File: src/verilog/hub_pkg.sv
package hub_pkg;

  ////////////////////////////////////////////////////////////
  // bus and address map
  ////////////////////////////////////////////////////////////
  localparam int DATA_W = 32;
  localparam int ADDR_W = 24;  // word address from the processor
  localparam int BLK_W  = 4;   // block field at address bits 11..8
  localparam int OFS_W  = 8;   // offset inside a block
  localparam int DIV_W  = 16;  // uart baud divisor

  localparam int BLK_GPIO  = 0;
  localparam int BLK_UART0 = 1; // uart n sits at block n+1

  // uart register select
  localparam logic [1:0] UART_CR  = 2'd0;
  localparam logic [1:0] UART_SR  = 2'd1;
  localparam logic [1:0] UART_TDR = 2'd2;
  localparam logic [1:0] UART_RDR = 2'd3;

  // gpio register kind
  localparam logic GPIO_OUT = 1'b0;
  localparam logic GPIO_IN  = 1'b1;

  // control register fields
  localparam int CR_DIV_MSB = DIV_W - 1; // bit period is divisor+1 clocks
  localparam int CR_RX_IE   = 16;
  localparam int CR_TX_IE   = 17;

  // status register fields
  localparam int SR_RX_READY = 0;
  localparam int SR_TX_BUSY  = 1;
  localparam int SR_OVERRUN  = 2;

  // one address word, decoded per block type
  typedef union packed {
    struct packed {
      logic [ADDR_W-OFS_W-BLK_W-1:0] upper;
      logic [BLK_W-1:0]              blk;
      logic [OFS_W-3:0]              rsvd;
      logic [1:0]                    sel;   // cr, sr, tdr, rdr
    } uart;
    struct packed {
      logic [ADDR_W-OFS_W-BLK_W-1:0] upper;
      logic [BLK_W-1:0]              blk;
      logic [OFS_W-5:0]              rsvd;
      logic [2:0]                    bank;
      logic                          kind;  // output or input register
    } gpio;
  } ebi_addr_u;

endpackage
File: src/verilog/reg_bus_if.sv
interface reg_bus_if;
  import hub_pkg::*;

  ebi_addr_u         addr;
  logic [DATA_W-1:0] wr_data;
  logic [3:0]        byte_en;  // active high lanes
  logic              wr_en;    // one cycle pulse
  logic              rd_en;    // one cycle pulse
  logic [DATA_W-1:0] rd_data;  // valid the cycle after rd_en

  modport master (
    output addr, wr_data, byte_en, wr_en, rd_en,
    input  rd_data
  );

  modport target (
    input  addr, wr_data, byte_en, wr_en, rd_en,
    output rd_data
  );

endinterface

File: src/verilog/ebi_periph_top.sv
module ebi_periph_top #(
  parameter int NUM_UART = 2,
  parameter int NUM_GPIO = 3
) (
  input  logic                                     clk,
  input  logic                                     rst_i,
  input  logic                                     cs_n_i,
  input  logic                                     oe_n_i,
  input  logic [3:0]                               we_n_i,
  input  logic                                     rd_wr_i,
  input  logic [hub_pkg::ADDR_W-1:0]               ebi_addr_i,
  input  logic [hub_pkg::DATA_W-1:0]               ebi_data_i,
  input  logic [NUM_UART-1:0]                      srx_i,
  input  logic [NUM_GPIO-1:0][hub_pkg::DATA_W-1:0] input_pad_i,
  output logic [hub_pkg::DATA_W-1:0]               ebi_data_o,
  output logic                                     ebi_data_oe_o,
  output logic [NUM_UART-1:0]                      stx_o,
  output logic [NUM_UART-1:0]                      uart_int_o,
  output logic [NUM_GPIO-1:0][hub_pkg::DATA_W-1:0] output_pad_o
);
  import hub_pkg::*;

  reg_bus_if bus [0:NUM_UART] ();  // one per block

  ebi_slave #(
    .NUM_UART(NUM_UART)
  ) ebi_slave_i (
    .clk(clk),
    .rst_i(rst_i),
    .cs_n_i(cs_n_i),
    .oe_n_i(oe_n_i),
    .we_n_i(we_n_i),
    .rd_wr_i(rd_wr_i),
    .ebi_addr_i(ebi_addr_i),
    .ebi_data_i(ebi_data_i),
    .ebi_data_o(ebi_data_o),
    .ebi_data_oe_o(ebi_data_oe_o),
    .bus(bus)
  );

  gpio_bank #(
    .NUM_GPIO(NUM_GPIO)
  ) gpio_bank_i (
    .clk(clk),
    .rst_i(rst_i),
    .input_pad_i(input_pad_i),
    .bus(bus[BLK_GPIO]),
    .output_pad_o(output_pad_o)
  );

  ////////////////////////////////////////////////////////////
  // uart channels
  ////////////////////////////////////////////////////////////
  for (genvar g = 0; g < NUM_UART; g++) begin : g_uart
    logic             tx_start, tx_busy, rx_valid;
    logic [7:0]       tx_byte, rx_byte;
    logic [DIV_W-1:0] divisor;

    uart_regs uart_regs_i (
      .clk(clk),
      .rst_i(rst_i),
      .rx_byte_i(rx_byte),
      .rx_valid_i(rx_valid),
      .tx_busy_i(tx_busy),
      .bus(bus[BLK_UART0 + g]),
      .tx_start_o(tx_start),
      .tx_byte_o(tx_byte),
      .divisor_o(divisor),
      .uart_int_o(uart_int_o[g])
    );

    uart_txrx uart_txrx_i (
      .clk(clk),
      .rst_i(rst_i),
      .divisor_i(divisor),
      .tx_start_i(tx_start),
      .tx_byte_i(tx_byte),
      .srx_i(srx_i[g]),
      .stx_o(stx_o[g]),
      .tx_busy_o(tx_busy),
      .rx_valid_o(rx_valid),
      .rx_byte_o(rx_byte)
    );
  end

endmodule

File: src/verilog/gpio_bank.sv
module gpio_bank #(
  parameter int NUM_GPIO = 3
) (
  input  logic                                     clk,
  input  logic                                     rst_i,
  input  logic [NUM_GPIO-1:0][hub_pkg::DATA_W-1:0] input_pad_i,
  reg_bus_if.target                                bus,
  output logic [NUM_GPIO-1:0][hub_pkg::DATA_W-1:0] output_pad_o
);
  import hub_pkg::*;

  logic [NUM_GPIO-1:0][DATA_W-1:0] in_meta, in_q;
  logic [2:0]                      bank;
  logic                            kind;
  logic [DATA_W-1:0]               rd_word;

  assign bank = bus.addr.gpio.bank;
  assign kind = bus.addr.gpio.kind;

  // pads into the input registers
  always_ff @(posedge clk) begin
    if (rst_i) begin
      in_meta <= '0;
      in_q    <= '0;
    end else begin
      in_meta <= input_pad_i;
      in_q    <= in_meta;
    end
  end

  always_ff @(posedge clk) begin
    if (rst_i) begin
      output_pad_o <= '0;
    end else if (bus.wr_en && kind == GPIO_OUT) begin
      for (int b = 0; b < NUM_GPIO; b++) begin
        for (int l = 0; l < 4; l++) begin
          if (bank == 3'(b) && bus.byte_en[l]) output_pad_o[b][8*l +: 8] <= bus.wr_data[8*l +: 8];
        end
      end
    end
  end

  always_comb begin
    rd_word = '0;  // banks past NUM_GPIO read zero
    for (int b = 0; b < NUM_GPIO; b++) begin
      if (bank == 3'(b)) rd_word = (kind == GPIO_IN) ? in_q[b] : output_pad_o[b];
    end
  end

  always_ff @(posedge clk) begin
    if (rst_i)          bus.rd_data <= '0;
    else if (bus.rd_en) bus.rd_data <= rd_word;
  end

endmodule

File: src/verilog/uart_txrx.sv
module uart_txrx (
  input  logic                      clk,
  input  logic                      rst_i,
  input  logic [hub_pkg::DIV_W-1:0] divisor_i,
  input  logic                      tx_start_i,
  input  logic [7:0]                tx_byte_i,
  input  logic                      srx_i,
  output logic                      stx_o,
  output logic                      tx_busy_o,
  output logic                      rx_valid_o,
  output logic [7:0]                rx_byte_o
);
  import hub_pkg::*;

  logic [DIV_W-1:0] tx_tmr, rx_tmr;
  logic [3:0]       tx_cnt, rx_cnt;
  logic [9:0]       tx_sh;    // {stop, data, start}
  logic [1:0]       rx_sync;
  logic             rx_prev, rx_busy;
  logic [7:0]       rx_sh;

  ////////////////////////////////////////////////////////////
  // transmitter
  ////////////////////////////////////////////////////////////
  always_ff @(posedge clk) begin
    if (rst_i) begin
      tx_sh     <= '1;  // line idles high
      tx_cnt    <= '0;
      tx_tmr    <= '0;
      tx_busy_o <= 1'b0;
    end else if (!tx_busy_o) begin
      if (tx_start_i) begin
        tx_sh     <= {1'b1, tx_byte_i, 1'b0};
        tx_cnt    <= 4'd10;
        tx_tmr    <= divisor_i;
        tx_busy_o <= 1'b1;
      end
    end else if (tx_tmr != '0) begin
      tx_tmr <= tx_tmr - 1'b1;
    end else begin
      tx_tmr <= divisor_i;
      tx_sh  <= {1'b1, tx_sh[9:1]};  // lsb first
      tx_cnt <= tx_cnt - 1'b1;
      if (tx_cnt == 4'd1) tx_busy_o <= 1'b0;  // stop bit done
    end
  end

  assign stx_o = tx_sh[0];

  ////////////////////////////////////////////////////////////
  // receiver
  ////////////////////////////////////////////////////////////
  always_ff @(posedge clk) begin
    if (rst_i) begin
      rx_sync <= 2'b11;
      rx_prev <= 1'b1;
    end else begin
      rx_sync <= {rx_sync[0], srx_i};
      rx_prev <= rx_sync[1];
    end
  end

  // cnt 0 is the start bit, 1..8 data, 9 stop
  always_ff @(posedge clk) begin
    if (rst_i) begin
      rx_busy    <= 1'b0;
      rx_cnt     <= '0;
      rx_tmr     <= '0;
      rx_valid_o <= 1'b0;
    end else begin
      rx_valid_o <= 1'b0;
      if (!rx_busy) begin
        if (rx_prev && !rx_sync[1]) begin  // falling edge of start
          rx_busy <= 1'b1;
          rx_cnt  <= '0;
          rx_tmr  <= divisor_i >> 1;  // land on mid-bit
        end
      end else if (rx_tmr != '0) begin
        rx_tmr <= rx_tmr - 1'b1;
      end else begin
        rx_tmr <= divisor_i;
        rx_cnt <= rx_cnt + 1'b1;
        if (rx_cnt == 4'd0) begin
          if (rx_sync[1]) rx_busy <= 1'b0;  // glitch, not a start bit
        end else if (rx_cnt == 4'd9) begin
          rx_busy    <= 1'b0;
          rx_valid_o <= rx_sync[1];  // bad stop bit drops the byte
        end
      end
    end
  end

  always_ff @(posedge clk) begin
    if (rx_busy && rx_tmr == '0 && rx_cnt >= 4'd1 && rx_cnt <= 4'd8) begin
      rx_sh <= {rx_sync[1], rx_sh[7:1]};
    end
  end

  assign rx_byte_o = rx_sh;

endmodule

File: src/verilog/uart_regs.sv
module uart_regs (
  input  logic                      clk,
  input  logic                      rst_i,
  input  logic [7:0]                rx_byte_i,
  input  logic                      rx_valid_i,
  input  logic                      tx_busy_i,
  reg_bus_if.target                 bus,
  output logic                      tx_start_o,
  output logic [7:0]                tx_byte_o,
  output logic [hub_pkg::DIV_W-1:0] divisor_o,
  output logic                      uart_int_o
);
  import hub_pkg::*;

  logic [CR_TX_IE:0] cr_q;  // only the implemented bits
  logic [7:0]        rdr_q;
  logic              rx_ready_q, overrun_q;
  logic [1:0]        sel;
  logic              tdr_wr, rdr_rd, sr_rd;
  logic [DATA_W-1:0] sr_word, rd_word;

  assign sel    = bus.addr.uart.sel;
  assign tdr_wr = bus.wr_en && (sel == UART_TDR);
  assign rdr_rd = bus.rd_en && (sel == UART_RDR);
  assign sr_rd  = bus.rd_en && (sel == UART_SR);

  // control register, byte lanes
  always_ff @(posedge clk) begin
    if (rst_i) begin
      cr_q <= '0;
    end else if (bus.wr_en && sel == UART_CR) begin
      if (bus.byte_en[0]) cr_q[7:0] <= bus.wr_data[7:0];
      if (bus.byte_en[1]) cr_q[CR_DIV_MSB:8] <= bus.wr_data[CR_DIV_MSB:8];
      if (bus.byte_en[2]) cr_q[CR_TX_IE:CR_RX_IE] <= bus.wr_data[CR_TX_IE:CR_RX_IE];
    end
  end

  // transmit hand-off, dropped while the shifter is busy
  always_ff @(posedge clk) begin
    if (rst_i) tx_start_o <= 1'b0;
    else       tx_start_o <= tdr_wr && !tx_busy_i;
  end

  always_ff @(posedge clk) begin
    if (tdr_wr && !tx_busy_i) tx_byte_o <= bus.wr_data[7:0];
  end

  // receive side, a new byte wins over the read clear
  always_ff @(posedge clk) begin
    if (rst_i) begin
      rdr_q      <= '0;
      rx_ready_q <= 1'b0;
      overrun_q  <= 1'b0;
    end else begin
      if (rx_valid_i) begin
        rdr_q      <= rx_byte_i;
        rx_ready_q <= 1'b1;
      end else if (rdr_rd) begin
        rx_ready_q <= 1'b0;
      end
      if (rx_valid_i && rx_ready_q && !rdr_rd) overrun_q <= 1'b1;
      else if (sr_rd)                          overrun_q <= 1'b0;
    end
  end

  always_comb begin
    sr_word              = '0;
    sr_word[SR_RX_READY] = rx_ready_q;
    sr_word[SR_TX_BUSY]  = tx_busy_i;
    sr_word[SR_OVERRUN]  = overrun_q;
    case (sel)
      UART_CR:  rd_word = DATA_W'(cr_q);
      UART_SR:  rd_word = sr_word;
      UART_RDR: rd_word = DATA_W'(rdr_q);
      default:  rd_word = '0;  // tdr is write only
    endcase
  end

  always_ff @(posedge clk) begin
    if (rst_i)           bus.rd_data <= '0;
    else if (bus.rd_en)  bus.rd_data <= rd_word;
  end

  assign divisor_o  = cr_q[CR_DIV_MSB:0];
  assign uart_int_o = (rx_ready_q && cr_q[CR_RX_IE]) || (!tx_busy_i && cr_q[CR_TX_IE]);

endmodule

File: src/verilog/ebi_slave.sv
module ebi_slave #(
  parameter int NUM_UART = 2
) (
  input  logic                       clk,
  input  logic                       rst_i,
  input  logic                       cs_n_i,
  input  logic                       oe_n_i,
  input  logic [3:0]                 we_n_i,
  input  logic                       rd_wr_i,
  input  logic [hub_pkg::ADDR_W-1:0] ebi_addr_i,
  input  logic [hub_pkg::DATA_W-1:0] ebi_data_i,
  output logic [hub_pkg::DATA_W-1:0] ebi_data_o,
  output logic                       ebi_data_oe_o,
  reg_bus_if.master                  bus [0:NUM_UART]
);
  import hub_pkg::*;

  localparam int NUM_BLK = NUM_UART + 1;  // gpio plus the uarts
  localparam logic [6:0] CTL_IDLE = 7'h7f;

  logic [6:0]         ctl_s1, ctl_s2;  // {cs_n, oe_n, rd_wr, we_n}
  ebi_addr_u          addr_s1, addr_s2, addr_q;
  logic [DATA_W-1:0]  data_s1, data_s2, wdata_q;
  logic [3:0]         be_q;
  logic               cs_n_s, oe_n_s, rd_wr_s;
  logic [3:0]         we_n_s;
  logic               wr_lvl, rd_lvl, acc_start, active;
  logic               wr_go, rd_go, rd_go_d;
  logic [NUM_BLK-1:0] blk_sel, hit_q;
  logic [DATA_W-1:0]  rd_data_a [NUM_BLK];
  logic [DATA_W-1:0]  rd_mux;

  ////////////////////////////////////////////////////////////
  // two stage sync of the asynchronous bus
  ////////////////////////////////////////////////////////////
  always_ff @(posedge clk) begin
    if (rst_i) begin
      ctl_s1 <= CTL_IDLE;
      ctl_s2 <= CTL_IDLE;
    end else begin
      ctl_s1 <= {cs_n_i, oe_n_i, rd_wr_i, we_n_i};
      ctl_s2 <= ctl_s1;
    end
  end

  always_ff @(posedge clk) begin
    addr_s1 <= ebi_addr_i;
    addr_s2 <= addr_s1;
    data_s1 <= ebi_data_i;
    data_s2 <= data_s1;
  end

  assign {cs_n_s, oe_n_s, rd_wr_s, we_n_s} = ctl_s2;
  assign wr_lvl    = !cs_n_s && !rd_wr_s && (we_n_s != 4'hf);
  assign rd_lvl    = !cs_n_s && !oe_n_s && rd_wr_s;
  assign acc_start = (wr_lvl || rd_lvl) && !active; // first cycle of an access

  always_comb begin
    for (int b = 0; b < NUM_BLK; b++) begin
      blk_sel[b] = (addr_s2.uart.blk == BLK_W'(b));  // unmapped blocks match none
    end
  end

  ////////////////////////////////////////////////////////////
  // strobes, one pulse per access
  ////////////////////////////////////////////////////////////
  always_ff @(posedge clk) begin
    if (rst_i) begin
      active  <= 1'b0;
      wr_go   <= 1'b0;
      rd_go   <= 1'b0;
      rd_go_d <= 1'b0;
      hit_q   <= '0;
    end else begin
      active  <= wr_lvl || rd_lvl;
      wr_go   <= wr_lvl && !active;
      rd_go   <= rd_lvl && !active;
      rd_go_d <= rd_go;  // target data is registered by now
      if (acc_start) hit_q <= blk_sel;
    end
  end

  always_ff @(posedge clk) begin
    if (acc_start) begin
      addr_q  <= addr_s2;
      wdata_q <= data_s2;
      be_q    <= ~we_n_s;
    end
  end

  for (genvar b = 0; b < NUM_BLK; b++) begin : g_blk
    assign bus[b].addr    = addr_q;
    assign bus[b].wr_data = wdata_q;
    assign bus[b].byte_en = be_q;
    assign bus[b].wr_en   = wr_go && hit_q[b];
    assign bus[b].rd_en   = rd_go && hit_q[b];
    assign rd_data_a[b]   = bus[b].rd_data;
  end

  always_comb begin
    rd_mux = '0;
    for (int b = 0; b < NUM_BLK; b++) begin
      if (hit_q[b]) rd_mux = rd_data_a[b];
    end
  end

  // data drive holds until the master lets go of cs_n or oe_n
  always_ff @(posedge clk) begin
    if (rst_i) begin
      ebi_data_oe_o <= 1'b0;
      ebi_data_o    <= '0;
    end else if (rd_go_d) begin
      ebi_data_oe_o <= 1'b1;
      ebi_data_o    <= rd_mux;
    end else if (!rd_lvl) begin
      ebi_data_oe_o <= 1'b0;
    end
  end

endmodule

File: config.mk
export PLATFORM = sky130hd
export DESIGN_NAME = ebi_periph_top
export DESIGN_NICKNAME = d
export VERILOG_FILES = /design/src/verilog/hub_pkg.sv /design/src/verilog/reg_bus_if.sv /design/src/verilog/ebi_periph_top.sv /design/src/verilog/gpio_bank.sv /design/src/verilog/uart_txrx.sv /design/src/verilog/uart_regs.sv /design/src/verilog/ebi_slave.sv
export SDC_FILE = /design/constraint.sdc
export NUM_CORES = 1
export LEC_CHECK = 0
export BUFFER_PORTS_ARGS = -buffer_cell sky130_fd_sc_hd__buf_4
export CORE_UTILIZATION = 50
export DETAILED_ROUTE_END_ITERATION = 8
export GPL_TIMING_DRIVEN = 0
export HOLD_SLACK_MARGIN = 0.15
export PLACE_DENSITY = 0.72
export SETUP_SLACK_MARGIN = 0.4
export SKIP_LAST_GASP = 1
export SLEW_MARGIN = 10
export SYNTH_ARGS = -nofsm -noshare
export SYNTH_HDL_FRONTEND = slang
export SYNTH_SLANG_ARGS = --single-unit
File: constraint.sdc
create_clock -name clk -period 2.7 [get_ports clk]
set_input_delay 0.27 -clock clk [delete_from_list [all_inputs] [get_ports clk]]
set_output_delay 0.27 -clock clk [all_outputs]
set_load 0.05 [all_outputs]
==> qor.yml, run 1 <==
status: "finished, violations left"
violations: "DRC"
grt_max_degree: 24
insertion_delay_ns: 0.63
yosys_warnings: 0
cts_tree: "done"
synth_edf_count: 72
required_ns: 3.21
p_int_mw: 18.2
synth_top_area_share: 0.489
rsz0062_at_grt: "yes"
async_flop_share: 0
dieHeight_um: 234
multi_input_area_mm2: 0.0111
placed_area_mm2: 0.0300
clkPwrFrac: 0.449
track_usage: 0.329
synthesis.nets: 2850
antenna_found_initial: 2
slew_violations: 0
cap_violations: 0
power_switching_mw: 5.67
clockBufferDepth: 3
period_share: 0.860
start_util: 0.510
timing.hold.ws_ns: 0.286
layout-drive-gt1-share: 0.173
io_pins: 296
min_period_ns: 2.32
maxSlewHeadroom: 0.134
hold_path.class: "input port to flop"
grt_pass1_wl_mm: 135
ys.flop_type: "dfxtp_1"
grt_pass1_vias: 22500
start_kind: "flop"
synth_cells: 2669
yosysMostFrequentCell: "dfxtp_1"
gp_routability_congestion: 0.969
cts_sinks: 730
ys_top_cells_by_area: "dfxtp_1 (49%), mux2i_1 (8.7%), edfxtp_1 (8.0%), nor2b_1 (5.1%), nor2_1 (3.8%)"
via_per_inst: 5.80
hold_viol: 0
worst-setup-path-type: "flop to flop"
cts_made_buffers: 75
port_buffers: 279
n_fill_cell: 3946
seq_power_share: 0.475
synth.distinct_cells: 78
drt_iter0_drc: 2372
fmax_ghz: 0.431
seq_area_mm2: 0.0153
ir_drop_v: 0.000510
final_area_mm2: 0.0347
powerDensity_mw_per_mm2: 689
cts_root_buffer: "clkbuf_16"
first_pass_iters: 8
netlist_area_mm2: 0.0269
htreeDepth: 3
overflow: 0
final_nets: 3377
dieArea_mm2: 0.0548
p_sw_frac: 0.237
leakage_nw: 13.5
fin_skew_ns: 0.0248
synth_top_area_cell: "dfxtp_1"
drc: 5
area_growth_pct: 28.7
final_antenna_net_count: 0
wl_mm: 92.2
critPathMaxFanout: 2
path_clk_slew_ns: 0.06
yosys_register_bits: 730
worst_setup_path_end_kind: "flop"
row_count: 84
p_comb_frac: 0.076
arrival_ns: 2.83
finalSetupViolCount: 0
dpl.hpwl_mm: 63.9
num_vias: 22900
synth.avg_cell_area_um2: 10.1
diodes: 0
yosysSeqAreaShare: 0.569
synth_common_cells: "dfxtp_1 (658), nor2_1 (270), mux2i_1 (233)"
worst_pin_slew_ns: 1.30
die_w_um: 234
core_area_mm2: 0.0529
wl_per_cell_um: 23.4
==> metrics by stage <==
step	util	power (mW)	worst slack (ns)	TNS [ns]	instances
finish	0.656	23.9	0.378	0	3946
global route	0.656	24.5	0.333	0	3946
global placement	0.566	13.0	-1.03	-112.85	3636
floorplan	-	12.5	0.382	0	2669
detailed placement	0.567	13.1	-0.758	-89.83	3637
CTS	0.649	23.8	0.390	0	3932
==> layer usage <==
| layer | up-vias | wire (um) | track usage |
|---|---|---|---|
| met3 | 261 | 8110 | 0.0790 |
| met4 | 2 | 4370 | 0.151 |
| met1 | 11000 | 36700 | 0.415 |
| met5 | - | 13 | 0 |
| met2 | 1180 | 43000 | 0.530 |
| li1 | 10400 | - | - |
==> placed cells by master, fill, tap and decap left out, drive strengths merged, types with 15 or more instances in the layout <==
cell type and count:
clkbuf 252, a22oi 30, nor2b 219, o221ai 36, edfxtp 72, o21ai 76, xnor2 15, o22ai 24
clkinv 20, nand4 18, dfxtp 658, or2 25, nor3 58, mux2i 233, buf 337, and2 24
inv 38, dlygate4sd3 145, nand2 211, a31oi 23, nor2 275, nand3 61, nor4 26, a21oi 152
ha 18, a211oi 60
==> logic make-up (layout without fill, tap and decap cells) <==
logic type	count (synthesis)	after routing	synth area share
muxes	234	234	0.0870
AOI/OAI and AO/OA	476	476	0.116
xor gates and xnor gates	24	24	0.00780
adders and majority gates	18	18	0.00836
and+or+nand+nor	973	974	0.180
DFF	730	730	0.569
buffers and inverters	214	802	0.0318
==> worst max-delay path: stages, from the launching register on <==
cell and delay [ns]:
dfxtp_4 0.36, inv_4 0.06, ha_4 0.13, or3b_4 0.38, or4_4 0.44, or4_4 0.51, xnor2_2 0.14, a31o_2 0.20
==> registers in the layout, indices dropped and copies added (netlist names), 32 cells and up <==
register                        flops
gpio_bank_i.in_meta                96
gpio_bank_i.in_q                   96
gpio_bank_i.output_pad_o           96
g_uart.uart_regs_i.bus.rd_data     36
g_uart.uart_regs_i.cr_q            36
ebi_slave_i.bus.wr_data            32
ebi_slave_i.data_s1                32
ebi_slave_i.data_s2                32
ebi_slave_i.ebi_data_o             32
g_uart.uart_txrx_i.rx_tmr          32
g_uart.uart_txrx_i.tx_tmr          32
gpio_bank_i.bus.rd_data            32
==> worst paths after layout <==
path,startpoint,end,slack [ns],depth (start not counted)
worst min register to register,ebi_slave_i.data_s1[3],ebi_slave_i.data_s2[3],0.33,0
worst max register to register,g_uart[1].uart_txrx_i.rx_tmr[0],g_uart[1].uart_txrx_i.rx_tmr[10],0.38,7
worst max-delay path,g_uart[1].uart_txrx_i.rx_tmr[0],g_uart[1].uart_txrx_i.rx_tmr[10],0.38,7
worst min-delay path,ebi_addr_i[1],ebi_slave_i.addr_s1[1],0.29,2
==> power by group through the flow <==
stage               registers, mW  logic [mW]  clock network, mW
floorplan                    11.5       0.966                  0
global placement             11.6        1.48                  0
detailed placement           11.6        1.51                  0
CTS                          11.3        1.74               10.8
global route                 11.4        1.93               11.2
finish                       11.3        1.81               10.7
==> area by class of cell <==
class	instances	share of cell area
clock inverters	31	0.0111
well taps	688	0.0248
inverters	36	0.00404
flip-flops and latches	730	0.443
repair buffers	450	0.111
clock buffers	108	0.0633
multi-input cells	1726	0.320
plain buffers	177	0.0227
==> timing repair <==
action / CTS / global route
pin swaps: 10 / 15
hold buffers: 145 / 0
resized for setup: 61 / 66
setup buffers: 11 / 13
gates cloned: 1 / 1
hold endpoints to repair: 145 / 0
endpoints found under the setup margin: 308 / 212
Power figures use the tool's default switching activity.
==> run 2: changes to the inputs <==
--- a/config.mk
+++ b/config.mk
@@ -10,7 +10,7 @@
 export DETAILED_ROUTE_END_ITERATION = 8
 export GPL_TIMING_DRIVEN = 0
 export HOLD_SLACK_MARGIN = 0.15
-export PLACE_DENSITY = 0.72
+export PLACE_DENSITY = 0.7
 export SETUP_SLACK_MARGIN = 0.4
 export SKIP_LAST_GASP = 1
 export SLEW_MARGIN = 10
==> constraint.sdc (replaced) <==
create_clock -name clk -period 2.9 [get_ports clk]
set_input_delay 0.29 -clock clk [delete_from_list [all_inputs] [get_ports clk]]
set_output_delay 0.29 -clock clk [all_outputs]
set_load 0.05 [all_outputs]
==> run 2 against run 1 <==
  * The flow still finishes with violations (DRC)
  * Global-route usage decreased by 0.34 points
  * Design area decreased by 1.4%
  * Largest power group unchanged
  * Combinational power decreased by 9%
  * Cell count decreased by 0.46%
==> qor.yml, run 2 (synthesis gave the netlist of run 1 again) <==
status: "finished, violations left"
violations: "DRC"
io_pins: 296  # unchanged
hold_path.class: "flop to flop"
final_nets: 3361  # -0.47%
diodes: 0  # unchanged
via_per_inst: 5.73  # -1.1%
cts_root_buffer: "clkbuf_16"
worst-setup-path-type: "flop to flop"
core_area_mm2: 0.0529  # unchanged
arrival_ns: 2.95  # +0.12 ns
dpl.hpwl_mm: 64.0  # +0.22%
powerDensity_mw_per_mm2: 646  # -6.2%
wl_mm: 89.9  # -2.4%
period_share: 0.854  # -0.00610
top_regs: "gpio_bank_i.in_meta x96, gpio_bank_i.in_q x96, gpio_bank_i.output_pad_o x96"
rr_startpoint: "ebi_slave_i.bus[0].addr[0]"
critPathSlowestCell: "nor3_2"
power_switching_mw: 5.09  # -10%
cts_tree: "done"
hold_viol: 0  # unchanged
clockBufferDepth: 3  # unchanged
cap_violations: 0  # unchanged
cp.depth: 6  # -1
seq_area_mm2: 0.0153  # about the same
first_pass_iters: 8  # unchanged
rsz0062_at_grt: "yes"
crit_buf_inv: 1  # unchanged
overflow: 0  # unchanged
post-place-ws_ns: -0.763  # -0.00448 ns
r2r_slack_ns: 0.42  # +0.05 ns
wl_per_cell_um: 22.9  # -2.0%
worst_setup_path_end_kind: "flop"
seq_power_share: 0.478  # +0.003
p_sw_frac: 0.231  # -0.00675
num_vias: 22500  # -1.6%
fin_skew_ns: 0.0163  # -0.00855 ns
drt_iter0_drc: 1893  # -20%
min_period_ns: 2.48  # +0.154 ns
critPathMaxFanout: 10  # +8
final_area_mm2: 0.0342  # -1.4%
crit_family: "simple AND/OR/NAND/NOR gates"
n_fill_cell: 4115  # +4.3%
dieArea_mm2: 0.0548  # unchanged
crit_path_max_incr_delay_ns: 0.83  # +0.32 ns
clkPwrFrac: 0.448  # about the same
gp_routability_congestion: 0.937  # -3.4%
maxSlewHeadroom: 0.132  # -0.00179
die_w_um: 234  # unchanged
reg2regPathDepth: 6  # -1
placed_area_mm2: 0.0299  # about the same
r2r_end: "gpio_bank_i.output_pad_o[26]"
multi_input_area_mm2: 0.0109  # -1.8%
layout-drive-gt1-share: 0.161  # -0.0126
start_kind: "flop"
cts_made_buffers: 74  # -1.3%
cp_cell_sequence: "clkbuf_1 > and3b_1 > nand2_1 > nor3_2 > mux2i_1 > nor2_1"
timing.hold.ws_ns: 0.325  # +0.0389 ns
cts_sinks: 730  # unchanged
grt_pass1_wl_mm: 133  # -0.88%
ir_drop_v: 0.000558  # +9.4%
grt_pass1_vias: 22100  # -1.5%
final_core_util: 0.647  # -0.00885
mostFrequentLayoutCells: "dfxtp_1 (656), buf_4 (292), nor2_1 (267), mux2i_1 (233), nor2b_1 (219)"
final_common_cell: "dfxtp_1"
crit_path_start: "ebi_slave_i.bus[0].addr[0]"
final_antenna_net_count: 0  # unchanged
grt_max_degree: 23  # -4.2%
p_comb_frac: 0.074  # -0.002
timing.setup.tns_ns: 0  # unchanged
finalSetupViolCount: 0  # unchanged
port_buffers: 279  # unchanged
drc: 5  # unchanged
insertion_delay_ns: 0.61  # -0.02 ns
dieHeight_um: 234  # unchanged
slew_violations: 0  # unchanged
fmax_ghz: 0.404  # -6.2%
required_ns: 3.37  # +0.16 ns
critPathCapture: "gpio_bank_i.output_pad_o[26]"
track_usage: 0.325  # -0.00343
htreeDepth: 3  # unchanged
leakage_nw: 13.3  # -1.6%
antenna_found_initial: 2  # unchanged
worst_pin_slew_ns: 1.30  # +0.00269 ns
fin_ws_ns: 0.424  # +0.0457 ns
row_count: 84  # unchanged
area_growth_pct: 26.9
start_util: 0.510  # unchanged
path_clk_slew_ns: 0.06  # about the same
p_int_mw: 17.0  # -6.7%
## run 2: cell count changes in the layout (fill, tap and decap cells not counted), sizes merged
cell | before | now
buf | 337 | 317
clkdlybuf4s15 | 1 | 0
nor2 | 275 | 274
clkbuf | 252 | 257
clkinvlp | 4 | 3
bufinv | 5 | 6
clkinv | 20 | 17
inv | 38 | 40
## run 2: worst reg2reg max path, stage by stage, from the launching register on
cell and delay [ns]:
edfxtp_1 0.37, clkbuf_1 0.27, and3b_1 0.37, nand2_1 0.14, nor3_2 0.83, mux2i_1 0.31, nor2_1 0.06
## run 2: layer usage
metal,routed length (um),global-route usage
met1,36500,0.418
met4,4230,0.158
met2,41400,0.515
met3,7730,0.0745
met5,30,0
## run 2: stage by stage
| step | total power, mW | cells |
|---|---|---|
| final | 22.1 | 3928 |
| after global routing | 22.7 | 3928 |
| after CTS | 22.1 | 3922 |
| after detailed placement | 12.1 | 3637 |
| after global placement | 12.1 | 3636 |
| after floorplan | 11.6 | 2669 |
## run 2: worst min-delay path by stage
| stage | start | endpoint | slack (ns) | cells past startpoint |
|---|---|---|---|---|
| 2_1_floorplan | ebi_slave_i.addr_s1[0] | ebi_slave_i.addr_s2[0] | 0.31 | 0 |
| 3_3_place_gp | ebi_slave_i.data_s1[19] | ebi_slave_i.data_s2[19] | 0.31 | 0 |
| 3_5_place_dp | ebi_slave_i.data_s1[17] | ebi_slave_i.data_s2[17] | 0.31 | 0 |
| 4_1_cts | rst_i | g_uart[1].uart_txrx_i.rx_tmr[7] | 0.16 | 4 |
| 5_1_grt | ebi_data_i[30] | ebi_slave_i.data_s1[30] | 0.32 | 2 |
| 6_report | ebi_slave_i.data_s1[18] | ebi_slave_i.data_s2[18] | 0.33 | 0 |
## run 2: final cells by class
class,instances,area share
Inverter,36,0.00395
Sequential cell,730,0.449
Tap cell,688,0.0252
Clock buffer,106,0.0640
Clock inverter,30,0.0104
Timing Repair Buffer,436,0.107
Multi-Input combinational cell,1725,0.319
Buffer,177,0.0218
## run 2: repair_timing
action | 4_1_cts | 5_1_grt
endpoints found under the hold margin | 145 | 0
hold buffers | 145 | 0
buffers inserted | 4 | 6
pin swaps | 2 | 3
cloned | 0 | 1
endpoints found under the setup margin | 210 | 169
resized for setup | 25 | 41
## run 2: power groups by stage
stage | Clock, mW | Combinational (mW) | Sequential (mW)
6_report | 9.90 | 1.64 | 10.5
3_5_place_dp | 0 | 1.38 | 10.8
5_1_grt | 10.4 | 1.77 | 10.6
4_1_cts | 9.96 | 1.58 | 10.5
2_1_floorplan | 0 | 0.892 | 10.7
3_3_place_gp | 0 | 1.37 | 10.8
